## config.mk

```make
export PLATFORM = sky130hd
export DESIGN_NAME = digital_cam_top
export DESIGN_NICKNAME = d
export VERILOG_FILES = /design/src/ir_cmd_pkg.sv /design/src/vga_pkg.sv /design/src/digital_cam_top.sv /design/src/pixel_pipeline.sv /design/src/display_gate.sv /design/src/ir_command_decoder.sv /design/src/vga_timing.sv
export SDC_FILE = /design/constraint.sdc
export NUM_CORES = 1
export LEC_CHECK = 0
export BUFFER_PORTS_ARGS = -buffer_cell sky130_fd_sc_hd__buf_2
export CAP_MARGIN = 20
export CORE_ASPECT_RATIO = 0.8
export CORE_MARGIN = 2
export CORE_UTILIZATION = 52
export DETAILED_ROUTE_END_ITERATION = 8
export PLACE_DENSITY_LB_ADDON = 0.25
export SETUP_SLACK_MARGIN = 0.5
export SYNTH_ARGS = -nofsm -noshare
export SYNTH_HDL_FRONTEND = slang
export SYNTH_HIERARCHICAL = 1
export SYNTH_SLANG_ARGS = --single-unit
```

## constraint.sdc

```tcl
create_clock -name clk_25_vga -period 6.5 [get_ports clk_25_vga]
set_clock_uncertainty 0.1 [all_clocks]
set_input_delay 1.95 -clock clk_25_vga [delete_from_list [all_inputs] [get_ports clk_25_vga]]
set_output_delay 1.95 -clock clk_25_vga [all_outputs]
set_load 0.02 [all_outputs]
```

## src/ir_cmd_pkg.sv

```systemverilog
package ir_cmd_pkg;

    // ====================================================================
    // remote key codes
    // ====================================================================
    typedef logic [7:0] ir_code_t;

    // only the keys whose modes exist in this design
    localparam ir_code_t key_orig = 8'h12;  // OK key
    localparam ir_code_t key_gray = 8'h0F;  // key A

    // ====================================================================
    // display modes
    // ====================================================================
    // single bit is enough while only two modes remain
    typedef enum logic [0:0] {
        mode_orig = 1'b0,
        mode_gray = 1'b1
    } disp_mode_t;

endpackage

```

## src/vga_pkg.sv

```systemverilog
package vga_pkg;

    // ====================================================================
    // 640x480 raster at 25 MHz
    // ====================================================================
    localparam int h_active = 640;
    localparam int h_front  = 16;
    localparam int h_sync   = 96;
    localparam int h_total  = 800;

    localparam int v_active = 480;
    localparam int v_front  = 10;
    localparam int v_sync   = 2;
    localparam int v_total  = 525;

    localparam int buf_width = 320;     // half-resolution row length

    // ====================================================================
    // pixel path latencies
    // ====================================================================
    localparam int mem_rd_lat = 2;      // external frame buffer
    localparam int align_lat  = 7;      // kept at the filter-path depth
    localparam int pix_lat    = mem_rd_lat + align_lat + 1;  // +1 input register

    // luma weights, sum is 252 so the >>8 never overflows a channel
    localparam int gray_w_r = 76;
    localparam int gray_w_g = 150;
    localparam int gray_w_b = 26;

    typedef logic [16:0] buf_addr_t;
    typedef logic [15:0] rgb565_t;
    typedef logic [7:0]  chan_t;

    typedef struct packed {
        chan_t r;
        chan_t g;
        chan_t b;
    } rgb888_t;

    // raster outputs of the timing generator
    typedef struct packed {
        logic      hsync;
        logic      vsync;
        logic      active;
        buf_addr_t addr;
    } vid_ctrl_t;

endpackage
```

## src/digital_cam_top.sv

```systemverilog
module digital_cam_top (
    input  logic                 clk_25_vga,
    input  logic                 rst_n,
    input  logic                 ir_valid,
    input  ir_cmd_pkg::ir_code_t ir_code,
    input  logic                 frame_done,
    input  logic                 resend,
    output vga_pkg::buf_addr_t   rd_addr,
    input  vga_pkg::rgb565_t     rd_data,
    output logic                 vga_hsync,
    output logic                 vga_vsync,
    output logic                 vga_blank_n,
    output vga_pkg::rgb888_t     vga_rgb
);
    import vga_pkg::*;
    import ir_cmd_pkg::*;

    vid_ctrl_t  vid;
    disp_mode_t mode_sel;
    logic       disp_en;

    vga_timing u_timing (
        .clk_25_vga (clk_25_vga),
        .rst_n      (rst_n),
        .vid        (vid)
    );

    ir_command_decoder u_ir_dec (
        .clk_25_vga (clk_25_vga),
        .rst_n      (rst_n),
        .ir_valid   (ir_valid),
        .ir_code    (ir_code),
        .mode_sel   (mode_sel)
    );

    display_gate u_gate (
        .clk_25_vga (clk_25_vga),
        .rst_n      (rst_n),
        .frame_done (frame_done),
        .resend     (resend),
        .vsync      (vid.vsync),
        .disp_en    (disp_en)
    );

    pixel_pipeline u_pix (
        .clk_25_vga (clk_25_vga),
        .rst_n      (rst_n),
        .vid        (vid),
        .rd_data    (rd_data),
        .mode_sel   (mode_sel),
        .disp_en    (disp_en),
        .vga_rgb    (vga_rgb)
    );

    assign rd_addr     = vid.addr;
    assign vga_hsync   = vid.hsync;     // syncs leave undelayed
    assign vga_vsync   = vid.vsync;
    assign vga_blank_n = vid.active;

endmodule

```

## src/pixel_pipeline.sv

```systemverilog
module pixel_pipeline (
    input  logic                   clk_25_vga,
    input  logic                   rst_n,
    input  vga_pkg::vid_ctrl_t     vid,
    input  vga_pkg::rgb565_t       rd_data,
    input  ir_cmd_pkg::disp_mode_t mode_sel,
    input  logic                   disp_en,
    output vga_pkg::rgb888_t       vga_rgb
);
    import vga_pkg::*;
    import ir_cmd_pkg::*;

    // per-pixel control that travels beside the read request
    typedef struct packed {
        logic       active;
        disp_mode_t mode;
    } pix_ctrl_t;

    pix_ctrl_t [mem_rd_lat-1:0] req_q;      // waits out the RAM latency
    pix_ctrl_t                  in_ctrl;
    rgb565_t                    in_pix;

    rgb888_t     exp_rgb;
    logic [15:0] gray_sum;
    chan_t       gray;
    rgb888_t     sel_rgb;

    logic    [align_lat-1:0] act_pipe;
    rgb888_t [align_lat-1:0] rgb_pipe;

    // ====================================================================
    // match control to the returning read data
    // ====================================================================
    always_ff @(posedge clk_25_vga) begin
        if (!rst_n) begin
            req_q   <= '0;
            in_ctrl <= '0;
        end else begin
            req_q   <= {req_q[mem_rd_lat-2:0], pix_ctrl_t'{vid.active, mode_sel}};
            in_ctrl <= req_q[mem_rd_lat-1];
        end
    end

    always_ff @(posedge clk_25_vga) begin
        in_pix <= rd_data;      // input register, lines up with in_ctrl
    end

    // ====================================================================
    // colour conversion
    // ====================================================================
    // pad low bits with ones so full scale stays near 255
    always_comb begin
        exp_rgb.r = {in_pix[15:11], 3'b111};
        exp_rgb.g = {in_pix[10:5], 2'b11};
        exp_rgb.b = {in_pix[4:0], 3'b111};
    end

    assign gray_sum = 16'(gray_w_r * exp_rgb.r +
                          gray_w_g * exp_rgb.g +
                          gray_w_b * exp_rgb.b);
    assign gray     = gray_sum[15:8];

    assign sel_rgb = (in_ctrl.mode == mode_gray) ? {gray, gray, gray} : exp_rgb;

    // ====================================================================
    // alignment delay, cleared each vertical sync
    // ====================================================================
    always_ff @(posedge clk_25_vga) begin
        if (!rst_n) begin
            act_pipe <= '0;
        end else if (!vid.vsync) begin
            act_pipe <= '0;
        end else begin
            act_pipe <= {act_pipe[align_lat-2:0], in_ctrl.active};
        end
    end

    always_ff @(posedge clk_25_vga) begin
        if (!vid.vsync) begin
            rgb_pipe <= '0;
        end else begin
            rgb_pipe <= {rgb_pipe[align_lat-2:0], sel_rgb};
        end
    end

    // blank outside the picture and until the gate opens
    assign vga_rgb = (act_pipe[align_lat-1] && disp_en) ? rgb_pipe[align_lat-1] : '0;

    // a request outside the active area must come out black
    a_blank_out: assert property (@(posedge clk_25_vga) disable iff (!rst_n)
        !$past(vid.active, pix_lat) |-> vga_rgb == '0);

endmodule

```

## src/display_gate.sv

```systemverilog
module display_gate (
    input  logic clk_25_vga,
    input  logic rst_n,
    input  logic frame_done,
    input  logic resend,
    input  logic vsync,
    output logic disp_en
);

    logic frame_seen;   // at least one frame in the buffer
    logic vsync_q;

    // ====================================================================
    // first-frame flag
    // ====================================================================
    always_ff @(posedge clk_25_vga) begin
        if (!rst_n) begin
            frame_seen <= 1'b0;
        end else if (resend) begin      // resend wins over frame_done
            frame_seen <= 1'b0;
        end else if (frame_done) begin
            frame_seen <= 1'b1;
        end
    end

    // ====================================================================
    // enable opens on the next frame boundary
    // ====================================================================
    always_ff @(posedge clk_25_vga) begin
        if (!rst_n) begin
            vsync_q <= 1'b1;            // idle level, no false edge
            disp_en <= 1'b0;
        end else begin
            vsync_q <= vsync;
            if (!frame_seen) begin
                disp_en <= 1'b0;
            end else if (!vsync_q && vsync) begin
                disp_en <= 1'b1;
            end
        end
    end

    a_no_early_enable: assert property (@(posedge clk_25_vga) disable iff (!rst_n)
        $rose(disp_en) |-> $past(frame_seen));

endmodule

```

## src/ir_command_decoder.sv

```systemverilog
module ir_command_decoder (
    input  logic                   clk_25_vga,
    input  logic                   rst_n,
    input  logic                   ir_valid,
    input  ir_cmd_pkg::ir_code_t   ir_code,
    output ir_cmd_pkg::disp_mode_t mode_sel
);
    import ir_cmd_pkg::*;

    // ====================================================================
    // mode register
    // ====================================================================
    always_ff @(posedge clk_25_vga) begin
        if (!rst_n) begin
            mode_sel <= mode_orig;
        end else if (ir_valid) begin
            case (ir_code)
                key_orig: mode_sel <= mode_orig;
                key_gray: mode_sel <= mode_gray;
                default: begin
                    // filter, tracking and threshold keys have no mode here
                    mode_sel <= mode_sel;
                end
            endcase
        end
    end

endmodule

```

## src/vga_timing.sv

```systemverilog
module vga_timing (
    input  logic               clk_25_vga,
    input  logic               rst_n,
    output vga_pkg::vid_ctrl_t vid
);
    import vga_pkg::*;

    logic [$clog2(h_total)-1:0] h_cnt;
    logic [$clog2(v_total)-1:0] v_cnt;

    logic      active_c;
    logic      hsync_c;
    logic      vsync_c;
    buf_addr_t addr_c;

    // ====================================================================
    // raster counters
    // ====================================================================
    always_ff @(posedge clk_25_vga) begin
        if (!rst_n) begin
            h_cnt <= '0;
            v_cnt <= '0;
        end else if (h_cnt == h_total - 1) begin
            h_cnt <= '0;
            if (v_cnt == v_total - 1) begin
                v_cnt <= '0;
            end else begin
                v_cnt <= v_cnt + 1'b1;
            end
        end else begin
            h_cnt <= h_cnt + 1'b1;
        end
    end

    // ====================================================================
    // decode, then register
    // ====================================================================
    assign active_c = (h_cnt < h_active) && (v_cnt < v_active);
    assign hsync_c  = !((h_cnt >= h_active + h_front) &&
                        (h_cnt <  h_active + h_front + h_sync));   // active low
    assign vsync_c  = !((v_cnt >= v_active + v_front) &&
                        (v_cnt <  v_active + v_front + v_sync));

    // each buffer pixel covers a 2x2 block of the screen
    assign addr_c = active_c ?
        buf_addr_t'(v_cnt >> 1) * buf_addr_t'(buf_width) + buf_addr_t'(h_cnt >> 1) : '0;

    always_ff @(posedge clk_25_vga) begin
        if (!rst_n) begin
            vid <= '{hsync: 1'b1, vsync: 1'b1, active: 1'b0, addr: '0};
        end else begin
            vid <= '{hsync: hsync_c, vsync: vsync_c, active: active_c, addr: addr_c};
        end
    end

    a_h_range: assert property (@(posedge clk_25_vga) disable iff (!rst_n)
        h_cnt < h_total);
    a_v_range: assert property (@(posedge clk_25_vga) disable iff (!rst_n)
        v_cnt < v_total);
    // address must stay inside the 320x240 buffer
    a_addr_range: assert property (@(posedge clk_25_vga) disable iff (!rst_n)
        vid.active |-> vid.addr < buf_width * (v_active / 2));

endmodule

```

After elaboration in Yosys (flattened, before gate mapping)
Index checks and enable logic that the tools add are counted.
{"block": "totals", "wordCells": 78, "mem_count": 0, "rom_bits": 0, "out_inout_bits": 44, "latch_bits": 0, "ramBits": 0, "register_bits": 241, "input_bits": 29}
{"block": "op_classes", "div_mod_pow": 0, "n_shift": 0, "n_eq_ne": 4, "bitwise_logic": 1, "n_lt_le_gt_ge": 6, "n_mux": 4, "n_mul": 4, "n_reduce_logical": 15, "n_addsub": 5}
{"op": "24-bit 2-to-1 mux", "count": 2}
{"op": "10-bit by 1-bit adder with 10-bit output (second input constant)", "count": 2}
{"op": "10-bit equality test (second input constant)", "count": 2}
{"op": "10-bit less-than comparator (second input constant)", "count": 2}
{"op": "10-bit by 9-bit less-than comparator with 1-bit output (second input constant)", "count": 2}
{"op": "17-bit by 9-bit adder with 17-bit output", "count": 1}
{"op": "15-bit by 16-bit adder with 16-bit output", "count": 1}
{"op": "16-bit by 13-bit adder with 16-bit output", "count": 1}
{"op": "7-bit by 8-bit multiplier with 15-bit output (first input constant)", "count": 1}
{"op": "5-bit by 8-bit multiplier with 13-bit output (first input constant)", "count": 1}
{"op": "4-bit by 8-bit multiplier with 12-bit output (first input constant)", "count": 1}
{"op": "9-bit by 3-bit multiplier with 11-bit output (second input constant)", "count": 1}
{"op": "10-bit greater-or-equal comparator (second input constant)", "count": 1}
{"op": "10-bit by 9-bit greater-or-equal comparator with 1-bit output (second input constant)", "count": 1}
{"op": "10-bit 2-to-1 mux", "count": 1}
{"op": "8-bit by 4-bit equality test with 1-bit output (second input constant)", "count": 1}
{"op": "8-bit by 5-bit equality test with 1-bit output (second input constant)", "count": 1}
{"op": "2-bit AND reduction", "count": 4}
{"op": "1-bit logical AND", "count": 5}
{"op": "2-bit OR reduction", "count": 2}
{"op": "1-bit logical NOT", "count": 3}
{"op": "1-bit case mux with 2 select lines", "count": 1}
{"op": "2-bit nonzero test", "count": 1}
{"op": "1-bit inverter", "count": 1}

Longest topological paths before layout
{"block": "depth", "depth_word": 4, "ltp_mapped": 23, "ltp_nobuf": 23}

Modules after synthesis
The synthesis kept the hierarchy.
{"mod": "pixel_pipeline", "instances": 1, "area_per_inst_um2": 6839.1, "seq_area_each_um2": 3243.1, "cells_each": 643}
{"mod": "vga_timing", "instances": 1, "area_per_inst_um2": 2243.4, "seq_area_each_um2": 800.8, "cells_each": 236}
{"mod": "display_gate", "instances": 1, "area_per_inst_um2": 93.8, "seq_area_each_um2": 60.1, "cells_each": 8}
{"mod": "ir_command_decoder", "instances": 1, "area_per_inst_um2": 82.6, "seq_area_each_um2": 20.0, "cells_each": 7}

Worst setup path after synthesis
Ideal clock, no wire load.
{"block": "synth_path", "path_type": "register to register", "from": "register u_pix.in_pix[6]", "to": "register u_pix/rgb_pipe[15] in the netlist's numbering", "setup_time_ns": 0.057, "arrival_time_ns": 5.046, "path_slack_ns": 1.297, "n_path_buf": 0, "t_required_ns": 6.343, "path_stages_with_launch": 21, "period_less_slack_ns": 5.203, "cell_sequence": "dfxtp_1 > ha_1 > inv_1 > fa_1 > fa_1 > inv_1 > ha_1 > nor3_1 > a2111oi_0 > mux2i_1 > and3_1 > fa_1 > inv_1 > ha_1 > and3_1 > a221oi_4 > o21ai_2 > a211o_1 > a311oi_2 > o21bai_2 > a21o_1"}
{"block": "synth_between", "elab_chain_len": 4}
{"element": "from (decl)", "line": "pixel_pipeline.sv:21", "rtl": "rgb565_t in_pix;"}
{"element": "from (signal assigned)", "line": "pixel_pipeline.sv:45", "rtl": "in_pix <= rd_data;"}
{"element": "7-bit by 8-bit multiplier with 15-bit output", "line": "pixel_pipeline.sv:59", "rtl": "gray_w_g * exp_rgb.g +"}
{"element": "15-bit by 16-bit adder with 16-bit output", "line": "pixel_pipeline.sv:58", "rtl": "assign gray_sum = 16'(gray_w_r * exp_rgb.r +"}
{"element": "16-bit by 13-bit adder with 16-bit output", "line": "pixel_pipeline.sv:59"}
{"element": "24-bit 2-to-1 mux", "line": "pixel_pipeline.sv:63", "rtl": "assign sel_rgb = (in_ctrl.mode == mode_gray) ? {gray, gray, gray} : exp_rgb;"}
{"element": "to (signal assigned)", "line": "pixel_pipeline.sv:82", "rtl": "rgb_pipe <= {rgb_pipe[align_lat-2:0], sel_rgb};"}
{"element": "to (decl)", "line": "pixel_pipeline.sv:29", "rtl": "rgb888_t [align_lat-1:0] rgb_pipe;"}
No other way between the ends.
A chain may end at the register's enable or synchronous reset.

Worst setup path after layout
{"block": "layout_path", "from": "register u_pix.in_pix[8]", "to": "register u_pix/rgb_pipe[15] in the netlist's numbering"}
The elaborated chain is that of the path after synthesis.

==> results.md <==
* Setup crit start kind: flip-flop
* # IOs at 73
* Register area share after synthesis at 0.445
* Required @ worst endpoint at 6.84 ns
* Iter 0 DRT Violations at 314
* Met3 Use GR at 0.0312
* Slowest cell on crit path: fa_1
* Post-CTS Setup Repair Bufs at 0
* RD Place Congestion at 0.831
* Cts bufs inserted at 21
* Worst IR Drop VDD at 0.301 mV
* Final WL at 14.7 mm
* N_diodes at 0
* RSZ-0062 raised after global routing: no
* FF+latch count, synth at 206
* Clk pin slew, worst setup/hold paths at 0.06 ns
* Synthesized net count at 1,035
* Critical Path Sink Type: flip-flop
* Post-Syn Area per Cell at 10.4 um^2
* Final Cycle Share at 0.859
* Layout cell share with drive strength beyond 1 at 0.132
* M2 GR Usage at 0.234
* # nets final at 1,101
* Worst Tran Pin Value at 1.04 ns
* Initial antenna violation count at 0
* Most frequent cells after synthesis: 206 x dfxtp_1, 131 x and2_1, 92 x ha_1
* Worst Hold End: u_pix/rgb_pipe[67]$_SDFF_PN0_
* HPWL after detailed placement at 10.4 mm
* Die W at 153 um
* Port bufs at 72
* Post-Place Worst Slack at 0.951 ns
* Worst endpoint data arrival time at 5.92 ns
* Top delay family on crit path: adder cells
* Slew HR at 0.306
* Worst path bufs/invs at 3
* GRT overflow at 0
* Hold_buf cts at 0
* Clock latency on the worst-skew pair at 0.50 ns
* Die Height at 123 um
* Syn Std Cell Area at 0.00926 mm^2
* Routed Antenna Nets at 0
* Cell accounting for the most synthesized area: dfxtp_1
* Die ar. at 0.0189 mm^2
* Initial Utilization at 0.533
* CTS tree: built
* Final Hold Fails at 0
* Synth Flop Type: dfxtp_1
* Sink Count at 206
* First-pass GRT wire length at 24.9 mm
* Max Fclk at 0.179 GHz
* H-tree Lvls at 1
* Area contributors post-synth: dfxtp_1 45%, ha_1 12%, and2_1 8.9%
* Routed len/inst at 12.3 um
* Total Routing Usage GR at 0.158
* Max Cap Violations at 0
* Grt peak-use layer: met2
* Critical R2R Launch: u_pix/in_pix[8]$_DFF_P_
* Met1 Resource Use GR at 0.234
* Drc violations at 0
* Hold_sp: u_pix/rgb_pipe[43]$_SDFF_PN0_
* Hold/Removal Path Class: reg2reg
* Post-CTS Resized at 0
* Max Slew Vio Count at 0
* Status: finished clean
* Final worst slack at 0.918 ns
* Drt first pass iters at 4
* Deepest clock path buffer count at 3
* Post-route minimum period at 5.58 ns
* Share of the synthesized area in the top cell type at 0.445
* Crit Path Max Fanout at 5
* Netlist cell types at 72
* CP Class: reg2reg
* Pwr/cell area at 362 mW/mm^2
* # fillers at 1,474
* DR vias at 5,809
* Core footprint at 0.0174 mm^2
* Worst reg2reg endpoint: u_pix/rgb_pipe[15]$_SDFF_PN0_
* Cell with the most instances after synthesis: dfxtp_1
* Leakage at 5.03 nW
* Yosys warns at 6
* R2r setup slk at 0.92 ns
* Cells after Synth at 894
* Stages on the worst setup path at 20
* Synth-to-Final Area Change at 12.4%
* Vias in the first global route at 5,257
* FP Rows at 43
* CP peak stage delay at 0.51 ns
* Post-synth EDFFs at 0
* Register-to-Register Path Depth at 20
* Cells along the critical path: ha_1 -> inv_1 -> fa_1 -> fa_1 -> inv_1 -> ha_1 -> nor3_1 -> a2111oi_0 -> mux2i_1 -> and3_1 -> fa_1 -> inv_1 -> ha_1 -> and3_1 -> a221oi_4 -> o21ai_2 -> a211o_1 -> a311oi_2 -> o21bai_2 -> a21o_1
* Vias per cell at 4.84
* Hold Path Stages at 1
* Final setup viols at 0
* Setup TNS at 0 ns
* Root Driver: clkbuf_16
* Async S/R FF share, synth at 0
* Pin count of the biggest net entering global routing at 130
[stage by stage]
stage                     utilization  total power, mW  hold slack (ns)  cells  instance area, um^2
after floorplan                     -             2.38            0.312    894                 9260
after global placement          0.561             2.62            0.314   1162                 9740
after detailed placement        0.561             2.63            0.317   1162                 9740
after CTS                       0.599             3.80            0.327   1200                10400
after global routing            0.599             4.02            0.330   1200                10400
final                           0.599             3.76            0.318   1200                10400
[state kept, by name, summed over array words and instances, names as in the netlist]
name               flops
u_pix/in_pix          16
u_pix/req_q            4
u_timing/vid          20
u_gate/disp_en         1
u_pix/act_pipe         7
u_pix/in_ctrl          2
u_gate/frame_seen      1
u_gate/vsync_q         1
u_timing/h_cnt        10
u_pix/rgb_pipe       133
u_ir_dec/mode_sel      1
u_timing/v_cnt        10
[cells in the final DEF (no fill, tap or decap), types with 4 or more instances in the layout]
cell type	instances
o21ai_0	18
nand3_1	16
dfxtp_1	205
inv_1	68
clkbuf_16	21
and2_1	131
clkbuf_8	5
a21oi_1	26
fa_1	20
nor2b_1	13
xnor2_1	26
a21boi_0	4
or3_1	5
nor2_1	35
buf_2	72
nand2_1	25
clkbuf_1	6
xor2_1	25
ha_1	92
nor3b_1	4
and3_1	36
nand2b_1	8
a21o_1	27
nand4_1	10
nor3_1	6
[how the worst max path moves through the flow]
stage | start | to | slack (ns)
2_1_floorplan | u_pix/in_pix[6]$_DFF_P_ | u_pix/rgb_pipe[15]$_SDFF_PN0_ | 1.30
3_3_place_gp | u_pix/in_pix[8]$_DFF_P_ | u_pix/rgb_pipe[15]$_SDFF_PN0_ | 1.01
3_5_place_dp | u_pix/in_pix[8]$_DFF_P_ | u_pix/rgb_pipe[15]$_SDFF_PN0_ | 0.95
4_1_cts | u_pix/in_pix[8]$_DFF_P_ | u_pix/rgb_pipe[15]$_SDFF_PN0_ | 0.92
5_1_grt | u_pix/in_pix[8]$_DFF_P_ | u_pix/rgb_pipe[15]$_SDFF_PN0_ | 0.54
6_report | u_pix/in_pix[8]$_DFF_P_ | u_pix/rgb_pipe[15]$_SDFF_PN0_ | 0.92
[power by group]
| part | internal [mW] | switching (mW) | total, mW |
|---|---|---|---|
| logic | 0.558 | 0.733 | 1.29 |
| clock network | 0.662 | 0.483 | 1.14 |
| registers | 1.31 | 0.0197 | 1.33 |
[cell type report]
type,instances,area (um^2),share of cell area
multi-input cells,589,4710,0.452
flip-flops and latches,206,4130,0.396
clock buffers,32,617,0.0592
repair buffers,73,368,0.0353
well taps,225,282,0.0270
inverters,69,262,0.0251
clock inverters,6,50.0,0.00481
[worst register-to-register path: cells and delay by family (launching register included)]
| family | cells | cell delay (ns) |
|---|---|---|
| buffers and inverters | 3 | 0.18 |
| flip-flops | 1 | 0.46 |
| AND/OR/NAND/NOR | 3 | 0.48 |
| multiplexers | 1 | 0.14 |
| adder cells (fa/ha/maj) | 6 | 2.43 |
| AO/OA/AOI/OAI | 7 | 1.72 |
[per-layer routing]
layer | part of all wire | wire (um)
met3 | 0.045 | 656
met2 | 0.40 | 5920
met4 | 0.020 | 288
met5 | 0 | 0
met1 | 0.53 | 7850
[cell families (layout without fill, tap and decap cells)]
group	Yosys count	count (layout)	share of synthesized area
buffers and inverters	99	180	0.0461
adder cells (fa/ha/maj)	112	112	0.168
AO/OA/AOI/OAI	111	111	0.0855
AND/OR/NAND/NOR	311	311	0.203
XOR/XNOR	51	51	0.0482
multiplexers	4	4	0.00446
flip-flops	206	206	0.445
No activity file was read; power rests on OpenSTA's default activity.
